==> src/hw/me_ctrl_pkg.sv <==
`default_nettype none

package me_ctrl_pkg;

    localparam int ME_FIFO_DEPTH  = 8; // Also the sender credits after reset
    localparam int ME_OUT_CREDITS = 2; // Result credits after reset

    localparam int ME_FIFO_PTR_W = $clog2(ME_FIFO_DEPTH);
    localparam int ME_FIFO_CNT_W = $clog2(ME_FIFO_DEPTH + 1);
    localparam int ME_OUT_CRED_W = $clog2(ME_OUT_CREDITS + 1);

    typedef enum logic [1:0] {
        IDLE     = 2'd0, // Waiting for a current block
        LOAD_CUR = 2'd1, // Storing the 8 current rows
        ACCUM    = 2'd2, // One reference row per step
        EMIT     = 2'd3  // Waiting for a result credit
    } me_state_t;

    typedef logic [2:0] row_cnt_t;

endpackage

`default_nettype wire

==> src/hw/me_seq_fsm.sv <==
`timescale 1ns/100ps
`default_nettype none

module me_seq_fsm (
    input  logic clk,
    input  logic rst,
    input  logic cur_avail,
    input  logic ref_avail,
    input  logic last_row,
    input  logic res_credit,
    output logic load_cur,
    output logic accum,
    output logic clear,
    output logic emit,
    output logic restart
);
    import me_ctrl_pkg::*;

    me_state_t                state;
    me_state_t                state_nxt;
    logic [ME_OUT_CRED_W-1:0] out_credits;

    assign load_cur = (state == LOAD_CUR) && cur_avail; // Pops the current FIFO
    assign accum    = (state == ACCUM) && ref_avail;    // Pops the reference FIFO
    assign clear    = (state == IDLE) && cur_avail;     // Job start
    assign restart  = clear || ((load_cur || accum) && last_row);

    always_comb begin
        state_nxt = state;
        unique case (state)
            IDLE: begin
                if (cur_avail) begin
                    state_nxt = LOAD_CUR;
                end
            end
            LOAD_CUR: begin
                if (load_cur && last_row) begin
                    state_nxt = ACCUM;
                end
            end
            ACCUM: begin
                if (accum && last_row) begin
                    state_nxt = EMIT;
                end
            end
            EMIT: begin
                if (emit) begin
                    state_nxt = IDLE;
                end
            end
            default: state_nxt = IDLE;
        endcase
    end

    always_ff @(posedge clk or posedge rst) begin
        if (rst) begin
            state <= IDLE;
        end else begin
            state <= state_nxt;
        end
    end

    // A result leaves only while the consumer has room for it
    assign emit = (state == EMIT) && (out_credits != '0);

    always_ff @(posedge clk or posedge rst) begin
        if (rst) begin
            out_credits <= ME_OUT_CRED_W'(ME_OUT_CREDITS);
        end else begin
            unique case ({emit, res_credit})
                2'b10:   out_credits <= out_credits - 1'b1; // Spent on a result
                2'b01:   out_credits <= out_credits + 1'b1; // Returned by consumer
                default: out_credits <= out_credits;
            endcase
        end
    end

endmodule

`default_nettype wire

==> config.mk <==
export PLATFORM = sky130hd
export DESIGN_NAME = me_seq_fsm
export DESIGN_NICKNAME = d
export VERILOG_FILES = /design/src/hw/me_ctrl_pkg.sv /design/src/hw/me_seq_fsm.sv
export SDC_FILE = /design/constraint.sdc
export NUM_CORES = 1
export LEC_CHECK = 0
export BUFFER_PORTS_ARGS = -buffer_cell sky130_fd_sc_hd__buf_2
export CORE_AREA = 2 2 39 41
export DETAILED_ROUTE_END_ITERATION = 6
export DIE_AREA = 0 0 41 43
export GPL_TIMING_DRIVEN = 0
export SYNTH_ARGS = -nofsm -noshare
export SYNTH_HDL_FRONTEND = slang
export SYNTH_SLANG_ARGS = --single-unit
export TNS_END_PERCENT = 5
==> constraint.sdc <==
create_clock -name clk -period 2.1 [get_ports clk]
set_input_delay 0.42 -clock clk [delete_from_list [all_inputs] [get_ports clk]]
set_output_delay 0.42 -clock clk [all_outputs]
set_load 0.01 [all_outputs]
==> impl_metrics.yaml <==
clock_network:
  cts.sinks: 4
  h-tree-depth: 1
  cts_tree: "built"
  cts_buffers: 3
  root_buffer: "clkbuf_4"
  clk_latency_ns: 0.24
  clk_pin_slew_ns: 0.04
  clk_path_buf_depth: 2
synthesis:
  synth_seq_cells: 4
  synthAdderAreaFrac_pct: 21.6
  syn_inst: 33
  syn_nets: 45
  synth_area_leaders: "dfrtp_1 22%, ha_1 22%, a2111oi_4 7.9%"
  ys_seq_area_share_pct: 29.1
  ys_warn_count: 0
  synth.top_cell.area_share_pct: 21.6
  netlist_area_um2: 348
  syn_area_per_cell_um2: 10.5
  synth_compound_area_share_pct: 19.8
  yosys.area.top_type: "dfrtp_1"
  synth_top_family_by_area: "adder cells"
  synth_xor_area_share_pct: 7.55
  synth_mux_area_share_pct: 4.32
  yosysUniqueCellTypes: 19
  yosys.area_share.simple_pct: 13.3
sta:
  setup_tns_ns: 0
  rsz0062_at_grt: "no"
  slew_headroom_pct: 79.6
  final-hold-violation-count: 0
  worst_pin_slew_ns: 0.306
  setup_viol: 0
  fin_hold_ws_ns: 0.0531
  finalCritPeriodShare_pct: 94.8
  clock_skew_ns: 0.00574
  min_period_ns: 1.99
  max_freq_mhz: 503
  maxSlewViolCount: 0
job:
  maxCapViolations: 0
worst_setup_path:
  cpMaxStageDelayCell: "dfrtp_1"
  max_stage_delay_ns: 0.42
  worstSetupPathType: "reg -> out"
  start_kind: "flip-flop"
  arrival_ns: 1.57
  worstPathRequired_ns: 1.68
  end_kind: "output port"
  crit_fanout: 3
  worstPathCellList: "inv_2, ha_4, and2_4, or2_4, a21o_1, buf_2"
  r2r_slack_ns: 0.41
worst_hold_path:
  hp-class: "in -> async"
global_route:
  grt_use_met3_pct: 6.28
  antenna_found_initial: 0
  grt_max_degree: 5
  use_met1_pct: 9.51
  grt_overflow: 0
  grt_pass1_vias: 259
  busiest_layer: "met2"
  gr-usage-met2_pct: 11.6
  grt_use_total_pct: 8.79
  grt_pass1_wl_um: 972
finish:
  drive_gt1_share_pct: 55.8
  fin_area_um2: 513
  layout_common_cells: "10 x buf_2, 5 x buf_4, 4 x ha_1, 3 x clkbuf_4"
  final_core_util_pct: 37.1
  antenna_cells: 0
  layout_commonest_cell: "buf_2"
  final_net_count: 65
  areaGrowthSynthToFinish_pct: 47.5
drt:
  drc: 0
  drtIter0Drc: 1
  ant_nets: 0
  vias: 274
  viasPerCell: 4.03
  drt_pass1_iterations: 2
  wl_per_cell_um: 8.90
  wirelength_um: 605
die:
  die-height_um: 43
  die_w_um: 41
  io_pins: 11
  std_cell_rows: 14
  initial_core_util_pct: 25.1
  dieArea_um2: 1760
  fp.coreArea_um2: 1380
power:
  vdd_ir_drop_max_uv: 610
  p_leak_nw: 0.264
  cellPowerDensity_nw_per_um2: 1580
placement:
  place.gp.congestion: 0.703
  placed_area_um2: 418
  portBuffers: 10
run_status:
  status: "finished, final reports clean"
==> logic make-up after synthesis <==
logic type	count (synthesis)
buffers and inverters	4
DFF	4
adders and majority gates	6
AOI/OAI and AO/OA	7
xor gates and xnor gates	3
and+or+nand+nor	8
muxes	1
==> cell type report <==
type / count / area, µm²
clock buffers: 4 / 26.3
fillers: 139 / 871
inverters: 4 / 15.0
multi-input cells: 25 / 262
flip-flops and latches: 4 / 103
well taps: 16 / 20.0
repair buffers: 15 / 87.6
==> registers in the layout, indices dropped and copies added, names as in the netlist <==
signal	count
out_credits	2
state	2
==> routing by layer <==
layer,up-vias,share of wire (%),wire (µm)
li1,149,-,-
met1,119,47,283
met2,6,49,297
met3,0,4.0,24
met4,0,0,0
met5,-,0,0
==> repair_timing <==
item / 4_1_cts / 5_1_grt
buffers inserted: 1 / 4
resized for setup: 0 / 9
hold buffers: 0 / 0
endpoints found under the hold margin: 0 / 0
endpoints found under the setup margin: 1 / 1
pin swaps: 0 / 1
==> where the power goes <==
part | switching [W] | internal (W)
Clock | 0.0000324 | 0.0000714
Combinational | 0.000220 | 0.000298
Sequential | 0.0000574 | 0.000133
Total | 0.000310 | 0.000502
==> per-stage QoR <==
stage	setup WS [ns]	power, W	cells
final	0.110	0.000812	68
after global routing	0.0407	0.000894	68
after CTS	0.0197	0.000720	64
after detailed placement	0.253	0.000592	59
after global placement	0.265	0.000592	59
after floorplan	0.365	0.000505	33
==> path summary, 6_finish.rpt <==
| path | depth (start not counted) | to | startpoint |
|---|---|---|---|
| worst min register to register | 1 | out_credits[1] | out_credits[1] |
| worst max-delay path | 6 | restart | state[0] |
| min in group clk | 3 | out_credits[0] | res_credit |
| worst max register to register | 6 | state[1] | state[0] |
| worst min-delay path | 2 | state[0] | rst |
| max in group asynchronous | 2 | out_credits[1] | rst |
==> synth_stat cells <==
| master | n |
|---|---|
| a2111oi_4 | 1 |
| a21boi_1 | 2 |
| a21o_1 | 1 |
| a21oi_1 | 1 |
| a2bb2oi_1 | 1 |
| and2_1 | 3 |
| dfrtp_1 | 3 |
| dfstp_2 | 1 |
| ha_1 | 6 |
| inv_1 | 4 |
| mux2_4 | 1 |
| nor2_1 | 1 |
| nor2_2 | 1 |
| nor2b_1 | 1 |
| nor3_1 | 1 |
| o21ai_0 | 1 |
| or2_2 | 1 |
| xnor2_1 | 1 |
| xor2_1 | 2 |
==> worst max-delay path, delay by kind of cell, from the launching register on <==
| kind | cells | cell delay, ns |
|---|---|---|
| compound gates | 1 | 0.17 |
| fa+ha+maj | 1 | 0.17 |
| buf+inv | 2 | 0.22 |
| flops | 1 | 0.42 |
| simple gates | 2 | 0.36 |
(Power assumes the default switching activity.)
