`config.mk`:
```
export PLATFORM = sky130hd
export DESIGN_NAME = me_credit_fifo
export DESIGN_NICKNAME = d
export VERILOG_FILES = /design/src/hw/me_ctrl_pkg.sv /design/src/hw/me_credit_fifo.sv
export SDC_FILE = /design/constraint.sdc
export NUM_CORES = 1
export LEC_CHECK = 0
export BUFFER_PORTS_ARGS = -buffer_cell sky130_fd_sc_hd__buf_2
export CAP_MARGIN = 30
export CORE_ASPECT_RATIO = 0.75
export CORE_MARGIN = 2
export CORE_UTILIZATION = 45
export DETAILED_ROUTE_END_ITERATION = 10
export GPL_TIMING_DRIVEN = 1
export PLACE_DENSITY_LB_ADDON = 0.3
export SYNTH_ARGS = -nofsm -noshare
export SYNTH_HDL_FRONTEND = slang
export SYNTH_SLANG_ARGS = --single-unit
```
`constraint.sdc`:
```
create_clock -name clk -period 4.61 [get_ports clk]
set_input_delay 0.461 -clock clk [delete_from_list [all_inputs] [get_ports clk]]
set_output_delay 0.461 -clock clk [all_outputs]
set_load 0.01 [all_outputs]
```
`src/hw/me_ctrl_pkg.sv`:
```
`default_nettype none

package me_ctrl_pkg;

    localparam int ME_FIFO_DEPTH  = 8; // Also the sender credits after reset
    localparam int ME_OUT_CREDITS = 2; // Result credits after reset

    localparam int ME_FIFO_PTR_W = $clog2(ME_FIFO_DEPTH);
    localparam int ME_FIFO_CNT_W = $clog2(ME_FIFO_DEPTH + 1);
    localparam int ME_OUT_CRED_W = $clog2(ME_OUT_CREDITS + 1);

    typedef enum logic [1:0] {
        IDLE     = 2'd0, // Waiting for a current block
        LOAD_CUR = 2'd1, // Storing the 8 current rows
        ACCUM    = 2'd2, // One reference row per step
        EMIT     = 2'd3  // Waiting for a result credit
    } me_state_t;

    typedef logic [2:0] row_cnt_t;

endpackage

`default_nettype wire

```
`src/hw/me_credit_fifo.sv`:
```
`timescale 1ns/100ps
`default_nettype none

module me_credit_fifo #(
    parameter type payload_t = logic
) (
    input  logic     clk,
    input  logic     rst,
    input  logic     push,
    input  payload_t push_data,
    input  logic     pop,
    output payload_t head,
    output logic     not_empty,
    output logic     credit
);
    import me_ctrl_pkg::*;

    payload_t                 mem [ME_FIFO_DEPTH];
    logic [ME_FIFO_PTR_W-1:0] wr_ptr;
    logic [ME_FIFO_PTR_W-1:0] rd_ptr;
    logic [ME_FIFO_CNT_W-1:0] count;
    logic                     full;
    logic                     do_push;
    logic                     do_pop;

    assign full      = (count == ME_FIFO_CNT_W'(ME_FIFO_DEPTH));
    assign not_empty = (count != '0);
    assign do_push   = push && !full;
    assign do_pop    = pop && not_empty;
    assign head      = mem[rd_ptr]; // Show-ahead head

    always_ff @(posedge clk) begin
        if (do_push) begin
            mem[wr_ptr] <= push_data;
        end
    end

    always_ff @(posedge clk or posedge rst) begin
        if (rst) begin
            wr_ptr <= '0;
            rd_ptr <= '0;
            count  <= '0;
            credit <= 1'b0;
        end else begin
            credit <= do_pop; // One credit back per popped entry
            if (do_push) begin
                wr_ptr <= (wr_ptr == ME_FIFO_PTR_W'(ME_FIFO_DEPTH - 1)) ? '0 : wr_ptr + 1'b1;
            end
            if (do_pop) begin
                rd_ptr <= (rd_ptr == ME_FIFO_PTR_W'(ME_FIFO_DEPTH - 1)) ? '0 : rd_ptr + 1'b1;
            end
            unique case ({do_push, do_pop})
                2'b10:   count <= count + 1'b1;
                2'b01:   count <= count - 1'b1;
                default: count <= count;
            endcase
        end
    end

endmodule

`default_nettype wire

```
==> summary.txt <==
Placed design
  • DP Area: 1030 µm²
  • Pre-CTS WS: 1.96 ns
  • Post-DP HPWL: 1.04 mm
  • GPL Wtd Cong: 0.742
  • Port bufs: 7

Logic synthesis
  • Syn Area/Cell: 12.8 µm²
  • Synth area leader: dfrtp_1
  • Post-synthesis cell area: 975 µm²
  • Post-synthesis cell type count: 26
  • Syn nets: 88
  • Top post-synthesis cells by area: dfrtp_1 (28%), edfxtp_1 (25%), ha_1 (9.0%), mux4_2 (4.6%), mux2_2 (3.5%)
  • Sequential area share after synthesis: 0.529
  • Top cell type's share of synthesized area: 0.282
  • Syn. warnings: 0
  • Mapped Cells: 76
  • #FFs+latches synth: 19

STA
  • Setup TNS: 0 ns
  • Fin crit share: 0.577
  • Worst-Margin Slew: 0.954 ns
  • Final hold vios: 0
  • F_max: 376 MHz
  • RSZ-0062 raised after global routing: no
  • Fin Clk Skew: 0.00251 ns
  • Worst slew margin: 0.357
  • Endpoints failing setup: 0
  • Tmin final: 2.66 ns
  • Slew Viols, Final: 0
  • Worst setup margin: 1.95 ns

Power and ir drop
  • Leak: 0.451 nW
  • Worst vdd ir: 0.301 mV
  • Pwr Total: 640 µW
  • PwrDens: 604 nW/µm²

Layout
  • FF+latch area: 515 µm²
  • Diodes inserted: 0
  • Layout cells sized above 1: 0.256
  • Syn-to-layout area delta: 8.73%
  • Final #Nets: 99
  • Post-route cell area: 1060 µm²
  • Multi-input combinational cell area: 437 µm²
  • Number of filler cells placed in the layout: 193

Global route
  • Initial antenna violation count: 0
  • Pin count of the biggest net entering global routing: 13
  • Total GRT Usage: 0.128
  • Gr ovfl total: 0
  • Global-route wire length before repair: 2.39 mm
  • Vias in the first global route: 561

Drt
  • First DRT Iteration DRCs: 25
  • DR DRC count: 0
  • Drt wl/cell: 12.8 µm
  • Post-Route WL: 1.41 mm
  • Vias per cell: 5.05
  • TritonRoute pass-1 iters: 3
  • Antenna-violating nets left: 0
  • DR vias: 556

CTS
  • Postcts setup bufs: 0
  • TritonCTS clock tree: yes
  • Worst-path clk slew: 0.10 ns
  • Maximum clock path buffer count: 2
  • Post-CTS sizing: 0
  • CTS Buf Count: 3
  • H-tree depth: 1
  • CTS Hold Buffers Added: 0
  • Clock latency on the worst-skew pair: 0.29 ns
  • CTS root buf: clkbuf_4
  • Clock sinks: 19

Hold path
  • Worst Hold Class: in -> async

Worst setup path
  • Most common cell on crit path: xor2_1
  • Crit path cell chain: o41ai_2 -> ha_1 -> xor2_1 -> ha_1 -> a21oi_1 -> xor2_1 -> nor2_1 -> xor2_1
  • CP max FO: 12
  • CP max stage cell: o41ai_2
  • Arr. time, crit path: 2.84 ns
  • Critical path type: reg -> reg
  • WP buf/inv: 0
  • Peak per-stage delay on the critical path: 0.92 ns
  • Worst endpoint required time: 4.79 ns
  • Startpoint Class: flip-flop
  • Crit path max-delay family: compound AO/OA/AOI/OAI gates
  • Nature of the critical path endpoint: flip-flop

Floorplanning
  • Starting density of the core: 0.480
  • IO Pins: 8
  • Num rows: 14
  • Die Wd: 57.7 µm
  • Core Region: 2030 µm²
  • Die ar.: 2560 µm²
  • Die height: 44.3 µm

Run
  • Max cap viols: 0

Run status
  • Status: finished clean
cells in the mapped netlist:
cell type and n:
a211o_2 1, a21o_1 2, a21oi_1 2, a41oi_1 1, buf_4 1, dfrtp_1 11
edfxtp_1 8, ha_1 7, inv_1 4, mux2_2 3, mux2_4 1, mux4_2 2
nand2_1 3, nand2_4 1, nand2b_1 5, nand3b_1 1, nor2_1 5, nor3_1 6
nor3b_1 1, nor4_1 1, o21ai_0 2, o41ai_2 1, or2_2 1, or4_4 1
xnor2_1 2, xor2_1 3
per-layer routing:
metal / GRT usage / routed length, µm / vias to the layer above
li1: - / - / 296
met1: 0.156 / 723 / 251
met2: 0.216 / 619 / 9
met3: 0.0526 / 65 / 0
met4: 0.0279 / 0 / 0
met5: 0 / 0 / -
report_power, final:
group	leakage (nW)	total, mW	switching (mW)	internal [mW]
registers	0.203	0.311	0.0765	0.235
clock network	0.0177	0.0819	0.0496	0.0323
logic	0.229	0.246	0.108	0.138
cell usage in the layout (no fill, tap or decap), types with 2 or more instances in the layout:
master,instances
a21o_1,2
a21oi_1,2
buf_2,7
clkbuf_4,3
dfrtp_1,11
edfxtp_1,8
ha_1,7
inv_1,4
mux2_2,3
mux4_2,2
nand2_1,3
nand2b_1,5
nor2_1,5
nor3_1,6
o21ai_0,2
xnor2_1,2
xor2_1,3
worst register-to-register path: cells and delay by family (launching register included):
family	cells	cell delay (ns)
AO/OA/AOI/OAI	2	1.06
AND/OR/NAND/NOR	1	0.06
adder cells (fa/ha/maj)	2	0.57
XOR/XNOR	3	0.39
flip-flops	1	0.48
layout make-up:
class,count,area share
clock inverter,1,0.00472
inverter,4,0.0142
clock buffer,3,0.0213
multi-input combinational,52,0.412
sequential,19,0.486
timing repair buffer,7,0.0331
tap,24,0.0283
sequential cells by signal, indices dropped and copies added, names as in the netlist:
name / cells
mem: 8
rd_ptr: 3
credit: 1
count: 4
wr_ptr: 3
kinds of logic (layout without fill, tap and decap cells):
| group | Yosys count | in the layout | synth area share |
|---|---|---|---|
| AO/OA/AOI/OAI | 9 | 9 | 0.0719 |
| buffers and inverters | 5 | 15 | 0.0231 |
| adder cells (fa/ha/maj) | 7 | 7 | 0.0899 |
| multiplexers | 6 | 6 | 0.0963 |
| AND/OR/NAND/NOR | 25 | 25 | 0.145 |
| flip-flops | 19 | 19 | 0.529 |
| XOR/XNOR | 5 | 5 | 0.0449 |
path summary, 6_finish.rpt:
kind	depth (start not counted)	start	to	slack (ns)
max	8	count[1]	count[2]	1.95
min	2	rst	rd_ptr[2]	0.14
max reg2reg	8	count[1]	count[2]	1.95
min reg2reg	1	rd_ptr[2]	rd_ptr[2]	0.57
max in group asynchronous	2	rst	wr_ptr[2]	4.16
min in group clk	1	push_data	mem[5]	0.43
stage by stage:
step | instances | hold WS [ns] | util
after floorplan | 76 | 0.313 | -
after global placement | 106 | 0.479 | 0.508
after detailed placement | 106 | 0.477 | 0.508
after CTS | 110 | 0.143 | 0.522
after global routing | 110 | 0.169 | 0.522
final | 110 | 0.143 | 0.522
Power figures use the tool's default switching activity.
