File: config.mk
export PLATFORM = sky130hd
export DESIGN_NAME = me_min_select
export DESIGN_NICKNAME = d
export VERILOG_FILES = /design/src/hw/me_pixel_pkg.sv /design/src/hw/me_min_select.sv
export SDC_FILE = /design/constraint.sdc
export NUM_CORES = 1
export LEC_CHECK = 0
export BUFFER_PORTS_ARGS = -buffer_cell sky130_fd_sc_hd__buf_2
export CORE_ASPECT_RATIO = 2
export CORE_MARGIN = 2
export CORE_UTILIZATION = 54
export DETAILED_ROUTE_END_ITERATION = 8
export GPL_ROUTABILITY_DRIVEN = 0
export HOLD_SLACK_MARGIN = 0.15
export PLACE_DENSITY = 0.84
export SYNTH_ARGS = -nofsm -noshare
export SYNTH_HDL_FRONTEND = slang
export SYNTH_SLANG_ARGS = --single-unit
File: constraint.sdc
create_clock -name clk -period 0.8 [get_ports clk]
set_clock_uncertainty 0.2 [all_clocks]
set_input_delay 0.12 -clock clk [delete_from_list [all_inputs] [get_ports clk]]
set_output_delay 0.12 -clock clk [all_outputs]
set_load 0.02 [all_outputs]
File: src/hw/me_pixel_pkg.sv
`default_nettype none

package me_pixel_pkg;

    localparam int ME_BLK   = 8;                     // Block edge in pixels
    localparam int ME_CANDS = 16;                    // Candidate positions per search row
    localparam int ME_REF_W = ME_BLK + ME_CANDS - 1; // Reference row width
    localparam int ME_PIX_W = 8;
    localparam int ME_SAD_W = 14;                    // Holds 64 x 255

    typedef logic [ME_PIX_W-1:0] pixel_t;

    // Element 0 is the leftmost pixel of a row
    typedef pixel_t [ME_BLK-1:0]   cur_row_t;
    typedef pixel_t [ME_REF_W-1:0] ref_row_t;

    typedef logic [ME_SAD_W-1:0]         sad_t;
    typedef logic [$clog2(ME_CANDS)-1:0] cand_idx_t;

    typedef struct packed {
        sad_t      best_sad;
        cand_idx_t best_idx;
    } me_result_t;

endpackage

`default_nettype wire
File: src/hw/me_min_select.sv
`timescale 1ns/100ps
`default_nettype none

module me_min_select (
    input  logic                                           clk,
    input  logic                                           rst,
    input  me_pixel_pkg::sad_t [me_pixel_pkg::ME_CANDS-1:0] sads,
    input  logic                                           emit,
    output me_pixel_pkg::me_result_t                       res,
    output logic                                           res_valid
);
    import me_pixel_pkg::*;

    // Heap-ordered tree, leaves at ME_CANDS and up, root at 1
    me_result_t node [1:2*ME_CANDS-1];

    always_comb begin
        for (int k = 0; k < ME_CANDS; k++) begin
            node[ME_CANDS + k].best_sad = sads[k];
            node[ME_CANDS + k].best_idx = cand_idx_t'(k);
        end
        for (int i = ME_CANDS - 1; i >= 1; i--) begin
            if (node[2*i + 1].best_sad < node[2*i].best_sad) begin
                node[i] = node[2*i + 1];
            end else begin
                node[i] = node[2*i];   // Ties keep the lower index
            end
        end
    end

    always_ff @(posedge clk) begin
        if (emit) begin
            res <= node[1];
        end
    end

    always_ff @(posedge clk or posedge rst) begin
        if (rst) begin
            res_valid <= 1'b0;
        end else begin
            res_valid <= emit;          // Single-cycle strobe
        end
    end

endmodule

`default_nettype wire

==> results of run 1 <==
[logic make-up after synthesis]
| family | share of synthesized area |
|---|---|
| compound gates | 0.222 |
| simple gates | 0.118 |
| fa+ha+maj | 0.304 |
| buf+inv | 0.0921 |
| mux | 0.185 |
| flops | 0.0719 |
| xor+xnor | 0.00668 |
[layer usage]
metal / GRT overflow / global-route usage
met1: 1 / 0.764
met2: 23 / 0.909
met3: 2 / 0.667
met4: 19 / 0.726
met5: 0 / 0.339
[per-stage QoR]
step | setup TNS [ns] | instances | cell area (um2) | worst slack (ns)
4_1_cts | -116.26 | 1802 | 13100 | -6.19
3_3_place_gp | -117.24 | 1753 | 11900 | -6.40
2_1_floorplan | -117.05 | 1010 | 8120 | -6.65
3_5_place_dp | -124.60 | 1753 | 11900 | -6.82
[cells in the mapped netlist, types with 13 or more instances]
| cell type | n |
|---|---|
| o21a_1 | 19 |
| a21oi_1 | 115 |
| mux2_2 | 34 |
| a21o_1 | 26 |
| o31a_1 | 13 |
| edfxtp_1 | 18 |
| o21ai_1 | 13 |
| nand3_1 | 14 |
| nor2_1 | 74 |
| inv_1 | 161 |
| ha_1 | 187 |
| clkbuf_1 | 23 |
| nand4_1 | 26 |
| nand2_1 | 43 |
| mux2i_1 | 99 |
| o21ai_0 | 32 |
[what timing repair did]
item	4_1_cts
gates resized for setup	173
gates cloned	3
setup endpoints to repair	37
endpoints found under the hold margin	20
pin swaps	60
hold buffers	1
setup buffers	43
==> impl_metrics.tcl, run 1 <==
set metrics [dict create \
    cts-root-buf "clkbuf_16" \
    synth_top_area_cell "ha_1" \
    status "stopped before the end" \
    grt_pass1_wl_mm 90.1 \
    port_buffers 245 \
    stop_stage "global routing (5_1_grt)" \
    synth_area_mm2 0.00786 \
    synth-seq-area-share 0.0719 \
    start_util 0.551 \
    ios 246 \
    dieHeight_um 175 \
    grt_max_degree 25 \
    synth_fp_nets 1424 \
    ys_types 62 \
    hpwl_mm 27.1 \
    firstError "[ERROR GRT-0116] Global routing finished with congestion. Check the congestion regions in the DRC Viewer." \
    die_w_um 89.3 \
    synth_warnings 0 \
    rows 62 \
    clockBufferDepth 2 \
    cts_buffers 3 \
    grt_pass1_vias 14509 \
    grt-ovfl-total 45 \
    synth.area.top_cells "ha_1 30%, mux2i_1 13%, inv_1 7.7%" \
    synth_cells 1010 \
    grtUsageTotal 0.772 \
    clock-sinks 19 \
    htreeDepth 1 \
    ys_ff_latch 19 \
    syn_area_per_cell_um2 7.79 \
    synth_top_area_share 0.298 \
    ys.flop_type "edfxtp_1" \
    synth_edf_count 18 \
    synth-async-reset-ratio 0.0526 \
]
==> inputs of run 2 (changes only) <==
CORE_ASPECT_RATIO = not set   (was 2)
CORE_UTILIZATION = 40   (was 54)
HOLD_SLACK_MARGIN = not set   (was 0.15)
PLACE_DENSITY = not set   (was 0.84)
PLACE_DENSITY_LB_ADDON = 0.15   (was not set)
==> run 2 against run 1 <==
Compared with the run above:
- the flow now finishes, with violations (hold timing, setup timing)
- area after synthesis unchanged
- synthesized cell count unchanged
==> impl_metrics.tcl, run 2 <==
set metrics [dict create \
    largest_reg_flops 18 \
    ys_ff_latch 19 \
    cellLeakagePower_uw 0.00722 \
    clock-sinks 19 \
    synth_compound_area_frac 0.222 \
    status "finished, violations left" \
    synth_top_area_share 0.298 \
    synth-seq-area-share 0.0719 \
    synth_top_area_cell "ha_1" \
    synth_fp_nets 1424 \
    cts_buffers 3 \
    layout.nets 2016 \
    wl_per_cell_um 13.7 \
    synth-simple-area-share 0.118 \
    synth.area.top_cells "ha_1 30%, mux2i_1 13%, inv_1 7.7%" \
    cts_hold_buffers 1 \
    period_share 8.91 \
    hpwl_mm 21.7 \
    finalSetupViolCount 37 \
    nFillCells 1589 \
    synth_area_mm2 0.00786 \
    synthAdderAreaFrac 0.304 \
    drcViolationCount 0 \
    htreeDepth 1 \
    arrival_ns 6.92 \
    path_max_fanout 7 \
    rows 51 \
    crit_path_start_kind "input pin" \
    synth_top_family_by_area "adder cells" \
    final_util 0.685 \
    synth_xor_area_frac 0.00668 \
    p_per_area_mw_per_mm2 2270 \
    syn_area_per_cell_um2 7.79 \
    slew_headroom 0.705 \
    vdd_drop_max_mv 2.29 \
    hp-class "input pin to register" \
    synth_cells 1010 \
    firstDrtPassIters 4 \
    timing.fmax_mhz 140 \
    synth-async-reset-ratio 0.0526 \
    drv_slew 0 \
    cts-root-buf "clkbuf_16" \
    area_growth_pct 69.1 \
    ys_types 62 \
    ant_nets 0 \
    clockBufferDepth 2 \
    ys_top_cells_by_count "187 x ha_1, 161 x inv_1, 115 x a21oi_1" \
    grtUsageTotal 0.238 \
    port_buffers 245 \
    worstMarginPinSlew_ns 0.439 \
    setup_slack_ns -6.33 \
    finalSetupTns_ns -117.94 \
    crit_path_end_kind "register" \
    dieHeight_um 144 \
    hold-worst-slack_ns -0.0331 \
    top_regs "res: 18 flops, res_valid: 1 flops" \
    crit_path_top_delay_cell "o41a_1" \
    violations "hold timing, setup timing" \
    viasPerCell 4.96 \
    top_register "res" \
    synthMuxAreaShare 0.185 \
    clk_transition_reported_paths_ns 0.05 \
    yosysMostFrequentCell "ha_1" \
    synth_edf_count 18 \
    ys.flop_type "edfxtp_1" \
    core_mm2 0.0194 \
    diodes 0 \
    ios 246 \
    dieArea_mm2 0.0208 \
    wirelength_mm 25.6 \
    start_util 0.405 \
    cp_top_family "compound AO/OA/AOI/OAI gates" \
    finalCriticalPeriod_ns 7.13 \
    grt-ovfl-total 0 \
    first_iter_violations 286 \
    grt_pass1_vias 9255 \
    grt_pass1_wl_mm 40.8 \
    final_cell_mix "348 x buf_4, 210 x buf_2, 162 x ha_1, 150 x inv_1, 91 x a21oi_1" \
    max_stage_delay_ns 0.54 \
    final_common_cell "buf_4" \
    synth_warnings 0 \
    cp.required_ns 0.59 \
    drive_above_1_share 0.486 \
    die_w_um 144 \
    cap_violations 0 \
    grt_max_degree 18 \
    vias 9247 \
    grt_antenna_before_repair 0 \
    worstPathBufferInverterCount 6 \
    path_class "input pin to register" \
    cts_tree "done" \
    rsz0062_at_grt "true" \
    hold_viol_final 1 \
]
run 2: cell counts after synthesis:
No cell type changed its count.
run 2: metal layers:
| layer | track usage | wire length, um | part of all wire | vias up |
|---|---|---|---|---|
| li1 | - | - | - | 4859 |
| met1 | 0.269 | 10800 | 0.42 | 4174 |
| met5 | 0 | 0 | 0 | - |
| met2 | 0.492 | 13700 | 0.53 | 186 |
| met3 | 0.00960 | 760 | 0.030 | 28 |
| met4 | 0.0424 | 324 | 0.013 | 0 |
run 2: report_power, final:
group | total [uW] | internal, uW | leakage (uW) | switching, uW
combinational | 26800 | 14500 | 0.00699 | 12300
sequential | 2450 | 2100 | 0.000188 | 351
clock | 1010 | 677 | 0.0000382 | 333
run 2: what timing repair did:
action                                  4_1_cts  5_1_grt
endpoints found under the hold margin         2        1
endpoints found under the setup margin       37       37
buffers inserted                             23       10
pin swaps                                    29       36
gates resized for setup                     129       63
gates cloned                                  5        0
run 2: final timing paths:
check | cells after the start | start | to | slack, ns
max in group asynchronous | 3 | rst | res_valid | 0.25
min | 2 | emit | res_valid | -0.03
min in group asynchronous | 3 | rst | res_valid | 0.06
max | 37 | sads[137] | res[2] | -6.33
run 2: through the flow:
step                hold WS (ns)  total power [uW]  setup WS, ns  instances  instance area (um2)
floorplan                 -0.351             14800         -6.65       1010                 8120
global route             -0.0224             32700         -6.67       1866                13300
finish                   -0.0331             30200         -6.33       1866                13300
detailed placement        -0.244             24400         -6.68       1823                12100
global placement          -0.248             23900         -6.55       1823                12100
CTS                      -0.0356             28400         -6.01       1856                12900
run 2: area by class of cell:
type | count | area [um2] | area share
multi-input combinational | 804 | 7340 | 0.552
timing repair buffer | 613 | 4350 | 0.327
inverter | 161 | 624 | 0.0470
sequential | 19 | 566 | 0.0425
tap | 265 | 332 | 0.0249
clock buffer | 4 | 78.8 | 0.00593
run 2: kinds of logic after synthesis:
kind of cell | after synthesis
AND/OR/NAND/NOR | 196
multiplexers | 139
buffers and inverters | 190
adder cells (fa/ha/maj) | 192
flip-flops | 19
XOR/XNOR | 6
AO/OA/AOI/OAI | 268
Power figures use the tool's default switching activity.
