`src/hw/me_ctrl_pkg.sv`:
```
`default_nettype none

package me_ctrl_pkg;

    localparam int ME_FIFO_DEPTH  = 8; // Also the sender credits after reset
    localparam int ME_OUT_CREDITS = 2; // Result credits after reset

    localparam int ME_FIFO_PTR_W = $clog2(ME_FIFO_DEPTH);
    localparam int ME_FIFO_CNT_W = $clog2(ME_FIFO_DEPTH + 1);
    localparam int ME_OUT_CRED_W = $clog2(ME_OUT_CREDITS + 1);

    typedef enum logic [1:0] {
        IDLE     = 2'd0, // Waiting for a current block
        LOAD_CUR = 2'd1, // Storing the 8 current rows
        ACCUM    = 2'd2, // One reference row per step
        EMIT     = 2'd3  // Waiting for a result credit
    } me_state_t;

    typedef logic [2:0] row_cnt_t;

endpackage

`default_nettype wire

```
`src/hw/me_pixel_pkg.sv`:
```
`default_nettype none

package me_pixel_pkg;

    localparam int ME_BLK   = 8;                     // Block edge in pixels
    localparam int ME_CANDS = 16;                    // Candidate positions per search row
    localparam int ME_REF_W = ME_BLK + ME_CANDS - 1; // Reference row width
    localparam int ME_PIX_W = 8;
    localparam int ME_SAD_W = 14;                    // Holds 64 x 255

    typedef logic [ME_PIX_W-1:0] pixel_t;

    // Element 0 is the leftmost pixel of a row
    typedef pixel_t [ME_BLK-1:0]   cur_row_t;
    typedef pixel_t [ME_REF_W-1:0] ref_row_t;

    typedef logic [ME_SAD_W-1:0]         sad_t;
    typedef logic [$clog2(ME_CANDS)-1:0] cand_idx_t;

    typedef struct packed {
        sad_t      best_sad;
        cand_idx_t best_idx;
    } me_result_t;

endpackage

`default_nettype wire
```
`src/hw/me_row_counter.sv`:
```
`timescale 1ns/100ps
`default_nettype none

module me_row_counter (
    input  logic                  clk,
    input  logic                  rst,
    input  logic                  restart,
    input  logic                  step,
    output me_ctrl_pkg::row_cnt_t count,
    output logic                  last_row
);
    import me_ctrl_pkg::*;
    import me_pixel_pkg::*;

    assign last_row = (count == row_cnt_t'(ME_BLK - 1));

    always_ff @(posedge clk or posedge rst) begin
        if (rst) begin
            count <= '0;
        end else if (restart) begin
            count <= '0;               // New phase starts at row 0
        end else if (step) begin
            count <= count + 1'b1;     // Wraps to 0 after row 7
        end
    end

endmodule

`default_nettype wire

```
`config.mk`:
```
export PLATFORM = sky130hd
export DESIGN_NAME = me_row_counter
export DESIGN_NICKNAME = d
export VERILOG_FILES = /design/src/hw/me_ctrl_pkg.sv /design/src/hw/me_pixel_pkg.sv /design/src/hw/me_row_counter.sv
export SDC_FILE = /design/constraint.sdc
export NUM_CORES = 1
export LEC_CHECK = 0
export BUFFER_PORTS_ARGS = -buffer_cell sky130_fd_sc_hd__buf_2
export CORE_AREA = 2 2 39 41
export CTS_CLUSTER_SIZE = 40
export DETAILED_ROUTE_END_ITERATION = 10
export DIE_AREA = 0 0 41 43
export GPL_TIMING_DRIVEN = 1
export PLACE_DENSITY = 0.41
export SYNTH_ARGS = -nofsm -noshare
export SYNTH_HDL_FRONTEND = slang
export SYNTH_SLANG_ARGS = --single-unit
```
`constraint.sdc`:
```
create_clock -name clk -period 1.02 [get_ports clk]
set_input_delay 0.153 -clock clk [delete_from_list [all_inputs] [get_ports clk]]
set_output_delay 0.153 -clock clk [all_outputs]
set_load 0.01 [all_outputs]
```
==> results of run 1 <==
## metrics by stage
step / util [%] / cell area, sq um / setup TNS [ns]
2_1_floorplan: - / 159 / -0.0788
6_report: 21.3 / 295 / -0.374
4_1_cts: 20.5 / 284 / -0.290
3_5_place_dp: 16.5 / 229 / -0.0832
5_1_grt: 21.3 / 295 / -0.544
3_3_place_gp: 16.5 / 229 / -0.0488
## worst paths after layout
| path | from | endpoint | cells after the start |
|---|---|---|---|
| setup / recovery | count[1]$_DFFE_PP0P_ | last_row | 3 |
| hold / removal | restart | count[2]$_DFFE_PP0P_ | 2 |
| setup reg to reg | count[1]$_DFFE_PP0P_ | count[2]$_DFFE_PP0P_ | 4 |
| hold reg to reg | count[2]$_DFFE_PP0P_ | count[2]$_DFFE_PP0P_ | 2 |
| max in group asynchronous | rst | count[1]$_DFFE_PP0P_ | 3 |
| min in group asynchronous | rst | count[2]$_DFFE_PP0P_ | 3 |
## cells in the final DEF, fill, tap and decap left out, drive strengths merged
master	count
buf	10
inv	1
xnor2	1
dfrtp	3
mux2i	2
clkbuf	4
nor2	3
ha	2
dlygate4sd3	1
## area by class of cell
| type | instances | area (sq um) | area share (%) |
|---|---|---|---|
| inverter | 1 | 3.75 | 1.27 |
| clock buffer | 4 | 26.3 | 8.90 |
| timing repair buffer | 11 | 90.1 | 30.5 |
| sequential | 3 | 75.1 | 25.4 |
| multi-input combinational | 8 | 80.1 | 27.1 |
| tap | 16 | 20.0 | 6.78 |
## report_power, final
part           switching [W]  internal, W
clock              0.0000580     0.000146
combinational      0.0000330    0.0000494
sequential        0.00000559     0.000128
total              0.0000966     0.000324
## routing by layer
layer | global-route usage [%] | vias to the layer above | part of all wire, %
met5 | 0 | - | 0
met4 | 8.00 | 0 | 2.0
li1 | - | 68 | -
met3 | 3.66 | 2 | 14
met2 | 8.13 | 8 | 48
met1 | 5.48 | 62 | 35
## cell families after synthesis
| logic type | after synthesis |
|---|---|
| AND/OR/NAND/NOR | 3 |
| flip-flops | 3 |
| multiplexers | 2 |
| adder cells (fa/ha/maj) | 2 |
| XOR/XNOR | 1 |
| buffers and inverters | 1 |
## worst max-delay path: cells and delay by family (launching register included)
family | cells | cell delay (ns)
fa+ha+maj | 2 | 0.35
buf+inv | 1 | 0.11
flops | 1 | 0.38
## timing repair
item	4_1_cts	5_1_grt
hold buffers	1	0
resized for setup	3	1
setup endpoints to repair	4	4
pin swaps	2	1
endpoints found under the hold margin	3	0
setup buffers	0	1
==> reports/metrics.csv, run 1 <==
metric;value;unit
post-synthesis mux area share;13.9;%
Worst Setup End Kind;output port;
post-placement worst setup slack;-0.0832;ns
CTS Buf Count;3;
Syn Inst Count;12;
clock-pin slew of the registers on the worst-case setup and hold paths;0.04;ns
Die Ht;43;um
largest registers;count: 3 flops;
worst setup margin;-0.204;ns
Post-Syn Nets;18;
Critical Path AT;1.07;ns
asr flop ratio synth;100;%
CP peak stage delay;0.38;ns
die width;41;um
largest family of logic cells by synthesized area;adder cells;
synth top area cells;dfrtp_1 (52%), ha_1 (17%), mux2i_1 (14%);
Initial Utilization;10.4;%
area grow syn2layout;105;%
RSZ-0062 raised after global routing;yes;
Longest Clk Path Bufs;2;
Site Rows;14;
Post-Syn Area;144;sq um
register area share after synthesis;52.2;%
drt drc;0;
#FFs+latches synth;3;
Worst Tran Pin Value;0.151;ns
CTS tree;yes;
Total Wirelength;406;um
DR vias;140;
post-synthesis xor/xnor area fraction;6.09;%
Via density;3.26;
P_leak;0.152;nW
violated checks;setup timing;
syn avg cell area;12.0;sq um
grt total ovfl;0;
most area-hungry cell type in the Yosys netlist;dfrtp_1;
die area;1760;sq um
largest net degree at the start of global routing;4;
maxcap violations;0;
CTS Root Cell;clkbuf_4;
global-route wire length before repair;648;um
Post-synth EDFFs;0;
CP Class;reg2out;
Hold Violations, Final;0;
DR WL/cell;9.44;um
Post-DRT Antenna Nets;0;
Nets;34;
Placed Cells;37;
fmax;817;MHz
Most flops, register;count;
Max H-tree Level;1;
Pwr per Cell Area;1420;nW/um^2
clock tree sinks;3;
clock skew;0.00287;ns
Critical Path, Cell by Cell;ha_2 > ha_4 > buf_6;
total number of yosys warnings;0;
post-synthesis adder-cell area fraction;17.4;%
core area;1380;sq um
Max Transition Viols Final;0;
GRT Total Usage;6.23;%
layout cells sized above 1;55.6;%
iteration count of the initial detailed-routing pass;1;
reg-to-reg slack, setup;-0.08;ns
CP Max Fanout;2;
filler cell count;144;
I/O Buffers;7;
Final Cycle Share;120;%
Max VDD drop;0.334;mV
Iter 0 DRT Violations;0;
hold crit path type;in2reg;
Main synth FF type;dfrtp_1;
initial antenna violation count;0;
Worst Path Required;0.87;ns
top-area cell type share of the netlist area;52.2;%
num ports;8;
Relative slew margins;89.7;%
post-synth cell types;6;
fin cells;43;
diodes inserted;0;
worst skew pair latency;0.23;ns
vias in the first global route;158;
Synth Area in Compound Gates;0;%
Tmin final;1.22;ns
endpoints failing setup;3;
GPL Wtd Cong;0.505;
Final Hold Slack;0.107;ns
most frequent cells after synthesis;dfrtp_1 (3), nor2_1 (3), ha_1 (2), mux2i_1 (2);
PnR Total Power;0.000420;W
simple-gate share of the synthesized area;7.83;%
status;complete, but fails checks;
Crit-path slowest cell;dfrtp_1;
CP Launch Type;flop;
max reg flops;3;
No activity file was read; power rests on OpenSTA's default activity.
==> inputs of run 2 (changes only) <==
- SETUP_SLACK_MARGIN: unset -> 0.5
==> reports/metrics.csv, run 2 (same netlist as run 1, synthesis figures left out) <==
metric;value;unit
status;complete, but fails checks;
violated checks;setup timing;
Worst Setup End Kind;output port;
reg-to-reg slack, setup;-0.06;ns
Post-Layout Inst Area;313;sq um
Hold Violations, Final;0;
maxcap violations;0;
initial antenna violation count;0;
cell depth of the worst flop-to-flop path;4;
DR top layer;met4;
Max Transition Viols Final;0;
M1 wire length;130;um
iteration count of the initial detailed-routing pass;4;
clock-pin slew of the registers on the worst-case setup and hold paths;0.04;ns
Worst Tran Pin Value;0.135;ns
num ports;8;
Sw Ratio;23.9;%
fin cells;43;
clock tree sinks;3;
max reg flops;3;
Placed Cells;37;
vias in the first global route;153;
Critical Path End;last_row;
DR vias;148;
area grow syn2layout;117;%
diodes inserted;0;
Longest Clk Path Bufs;2;
fmax;824;MHz
Reg-to-Reg End;count[2]$_DFFE_PP0P_;
die width;41;um
Worst Path Required;0.87;ns
Nets;34;
CP Launch Type;flop;
layout cells sized above 1;59.3;%
Worst R2R Start;count[0]$_DFFE_PP0P_;
Max VDD drop;0.288;mV
hold crit path type;in2reg;
Post-DRT Antenna Nets;0;
Iter 0 DRT Violations;5;
Logic pwr share;20.7;%
CTS tree;yes;
Tmin final;1.21;ns
Max H-tree Level;1;
CP Max Fanout;2;
I/O Buffers;7;
drt drc;0;
Site Rows;14;
sequential share of power;31.4;%
P_sw;0.000104;W
Relative slew margins;90.7;%
Die Ht;43;um
Most flops, register;count;
CTS Buf Count;3;
Pwr per Cell Area;1390;nW/um^2
DR WL met3;61;um
global-route wire length before repair;614;um
grt total ovfl;0;
worst setup margin;-0.193;ns
Critical Path AT;1.06;ns
largest net degree at the start of global routing;4;
Final Cycle Share;119;%
Total Wirelength;367;um
GRT Total Usage;6.64;%
P_leak;0.157;nW
CTS Root Cell;clkbuf_4;
worst skew pair latency;0.23;ns
Critical Path Start;count[0]$_DFFE_PP0P_;
placed cell area;229;sq um
Initial Utilization;10.4;%
largest registers;count: 3 flops;
internal power;0.000332;W
RSZ-0062 raised after global routing;yes;
power share of the clock group;47.9;%
die area;1760;sq um
DR WL/cell;8.53;um
endpoints failing setup;4;
core area;1380;sq um
most frequent cells in the layout;buf_2 (4), buf_6 (4), nor2_1 (3), clkbuf_4 (3), dfrtp_1 (3);
GPL Wtd Cong;0.521;
WL met2;169;um
clock skew;0.00237;ns
Via density;3.44;
CP Class;reg2out;
==> run 2: cell types whose count changed in the layout (fill, tap and decap cells not counted) <==
cell	delta
xnor2_1	-1
xnor2_2	+1
ha_4	+1
ha_2	-1
==> run 2: routing by layer <==
layer,up-vias,global-route usage (%)
li1,74,-
met1,60,5.18
met2,12,8.13
met3,2,4.71
met4,0,10.0
met5,-,0
==> run 2: power groups by stage <==
stage          Sequential [W]  Combinational [W]  Clock (W)
6_report             0.000137          0.0000903   0.000209
5_1_grt              0.000137           0.000102   0.000242
4_1_cts              0.000136          0.0000912   0.000217
3_5_place_dp         0.000135          0.0000612          0
3_3_place_gp         0.000134          0.0000584          0
2_1_floorplan        0.000141          0.0000218          0
==> run 2: worst min path at each step <==
stage / startpoint / endpoint / slack (ns) / cells past startpoint
2_1_floorplan: rst / count[0]$_DFFE_PP0P_ / -0.09 / 1
3_3_place_gp: rst / count[1]$_DFFE_PP0P_ / 0.02 / 2
3_5_place_dp: rst / count[1]$_DFFE_PP0P_ / 0.02 / 2
4_1_cts: restart / count[0]$_DFFE_PP0P_ / 0.1 / 2
5_1_grt: restart / count[1]$_DFFE_PP0P_ / 0.10 / 2
6_report: restart / count[0]$_DFFE_PP0P_ / 0.10 / 2
==> run 2: area by class of cell <==
type                       instances  area, sq um
fill                             148         1070
multi-input combinational          8         97.6
timing repair buffer              11         90.1
sequential                         3         75.1
clock buffer                       4         26.3
tap                               16         20.0
inverter                           1         3.75
==> run 2: through the flow <==
step | hold WS, ns | setup slack, ns | power [W] | setup TNS [ns] | utilization [%]
6_report | 0.102 | -0.193 | 0.000436 | -0.406 | 22.6
2_1_floorplan | -0.0934 | -0.0788 | 0.000162 | -0.0788 | -
4_1_cts | 0.0989 | -0.197 | 0.000445 | -0.414 | 22.6
5_1_grt | 0.104 | -0.237 | 0.000482 | -0.573 | 22.6
3_3_place_gp | 0.0202 | -0.0531 | 0.000193 | -0.0531 | 16.5
3_5_place_dp | 0.0238 | -0.0594 | 0.000196 | -0.0594 | 16.5
==> run 2: critical path, stage by stage (launching register included) <==
cell	delay, ns
dfrtp_1	0.40
ha_4	0.17
ha_4	0.15
buf_6	0.11
==> run 2: timing repair <==
item                                   4_1_cts  5_1_grt
resized for setup                            6        0
pin swaps                                    3        0
setup buffers                                1        0
hold buffers                                 1        0
endpoints found under the hold margin        3        0
setup endpoints to repair                    7        7
==> inputs of run 3 (changes only) <==
- PLACE_DENSITY: 0.41 -> 0.39
==> reports/metrics.csv, run 3 (same netlist as run 1, synthesis figures left out) <==
metric;value;unit
status;complete, but fails checks;
violated checks;setup timing;
Relative slew margins;88.8;%
DR WL/cell;8.42;um
Worst Setup End Kind;output port;
DR vias;149;
area grow syn2layout;126;%
Final Cycle Share;120;%
Longest Clk Path Bufs;2;
clock tree sinks;3;
CP Max Fanout;2;
power share of the clock group;46.8;%
worst setup margin;-0.206;ns
max reg flops;3;
die width;41;um
Via density;3.31;
clock-pin slew of the registers on the worst-case setup and hold paths;0.04;ns
Post-DP HPWL;254;um
layout cells sized above 1;62.1;%
Max VDD drop;0.440;mV
die area;1760;sq um
Nets;36;
global-route wire length before repair;614;um
Hold Violations, Final;0;
drt drc;0;
Max Transition Viols Final;0;
cell depth of the worst flop-to-flop path;4;
CTS Buf Count;3;
core area;1380;sq um
Worst Tran Pin Value;0.163;ns
CP Launch Type;flop;
Post-DRT Antenna Nets;0;
P_sw;0.000106;W
vias in the first global route;154;
CP Class;reg2out;
Final Hold Slack;0.0988;ns
area of the multi-input gates;87.6;sq um
Total Wirelength;379;um
iteration count of the initial detailed-routing pass;1;
clock skew;0.00180;ns
internal power;0.000341;W
I/O Buffers;7;
Tmin final;1.23;ns
sequential share of power;29.8;%
hold crit path type;in2reg;
GPL Wtd Cong;0.508;
maxcap violations;0;
largest net degree at the start of global routing;4;
Critical Path AT;1.07;ns
RSZ-0062 raised after global routing;yes;
PnR Total Power;0.000448;W
commonest non-fill, non-tap cell in the layout;buf_6;
Sw Ratio;23.8;%
P_leak;0.169;nW
sequential standard cell area;75.1;sq um
CTS tree;yes;
diodes inserted;0;
filler cell count;159;
Worst Path Required;0.87;ns
Logic pwr share;23.4;%
post-placement worst setup slack;-0.0895;ns
fmax;816;MHz
endpoints failing setup;5;
initial antenna violation count;0;
Initial Utilization;10.4;%
num ports;8;
largest registers;count: 3 flops;
grt total ovfl;0;
worst hold path depth;2;
Max H-tree Level;1;
most frequent cells in the layout;buf_6 (6), buf_2 (4), nor2_1 (3), clkbuf_4 (3), dfrtp_1 (3);
worst skew pair latency;0.23;ns
GRT Total Usage;5.95;%
Iter 0 DRT Violations;0;
Die Ht;43;um
Site Rows;14;
CTS Root Cell;clkbuf_4;
Pwr per Cell Area;1380;nW/um^2
Most flops, register;count;
run 3: final timing paths:
kind | startpoint | end | slack (ns)
min in group asynchronous | rst | count[0]$_DFFE_PP0P_ | 0.33
worst min register to register | count[2]$_DFFE_PP0P_ | count[2]$_DFFE_PP0P_ | 0.63
worst min-delay path | restart | count[0]$_DFFE_PP0P_ | 0.1
worst max register to register | count[1]$_DFFE_PP0P_ | count[2]$_DFFE_PP0P_ | -0.09
max in group asynchronous | rst | count[2]$_DFFE_PP0P_ | 0.56
worst max-delay path | count[1]$_DFFE_PP0P_ | last_row | -0.21
run 3: metal layers:
layer	vias to the layer above	GRT usage [%]	part of all wire [%]
met4	0	6.00	2.9
met3	2	4.71	11
met1	65	6.84	46
met5	-	0	0
met2	10	6.25	39
li1	72	-	-
run 3: per-stage QoR:
stage	cell area (sq um)	util [%]	TNS, ns	cells
global placement	229	16.5	-0.0499	37
floorplan	159	-	-0.0788	12
global route	325	23.5	-0.799	45
finish	325	23.5	-0.604	45
CTS	318	23.0	-0.501	44
detailed placement	229	16.5	-0.0895	37
run 3: power groups by stage:
stage | clock, W | sequential (W) | combinational (W)
2_1_floorplan | 0 | 0.000141 | 0.0000218
4_1_cts | 0.000221 | 0.000134 | 0.0000987
3_5_place_dp | 0 | 0.000135 | 0.0000608
3_3_place_gp | 0 | 0.000135 | 0.0000581
5_1_grt | 0.000234 | 0.000135 | 0.000115
6_report | 0.000209 | 0.000134 | 0.000105
run 3: area by class of cell:
cell class / instances / share of cell area (%)
flip-flops and latches: 3 / 23.1
multi-input cells: 8 / 26.9
inverters: 1 / 1.15
clock buffers: 4 / 8.08
repair buffers: 13 / 34.6
well taps: 16 / 6.15
run 3: what timing repair did:
item	CTS	global route
setup buffers	2	1
hold buffers	1	0
pin swaps	3	1
gates resized for setup	7	0
setup endpoints to repair	7	7
hold endpoints to repair	3	0
run 3: worst max-delay path: stages, from the launching register on:
cell and delay, ns:
dfrtp_1 0.38, ha_2 0.20, ha_4 0.15, buf_6 0.11
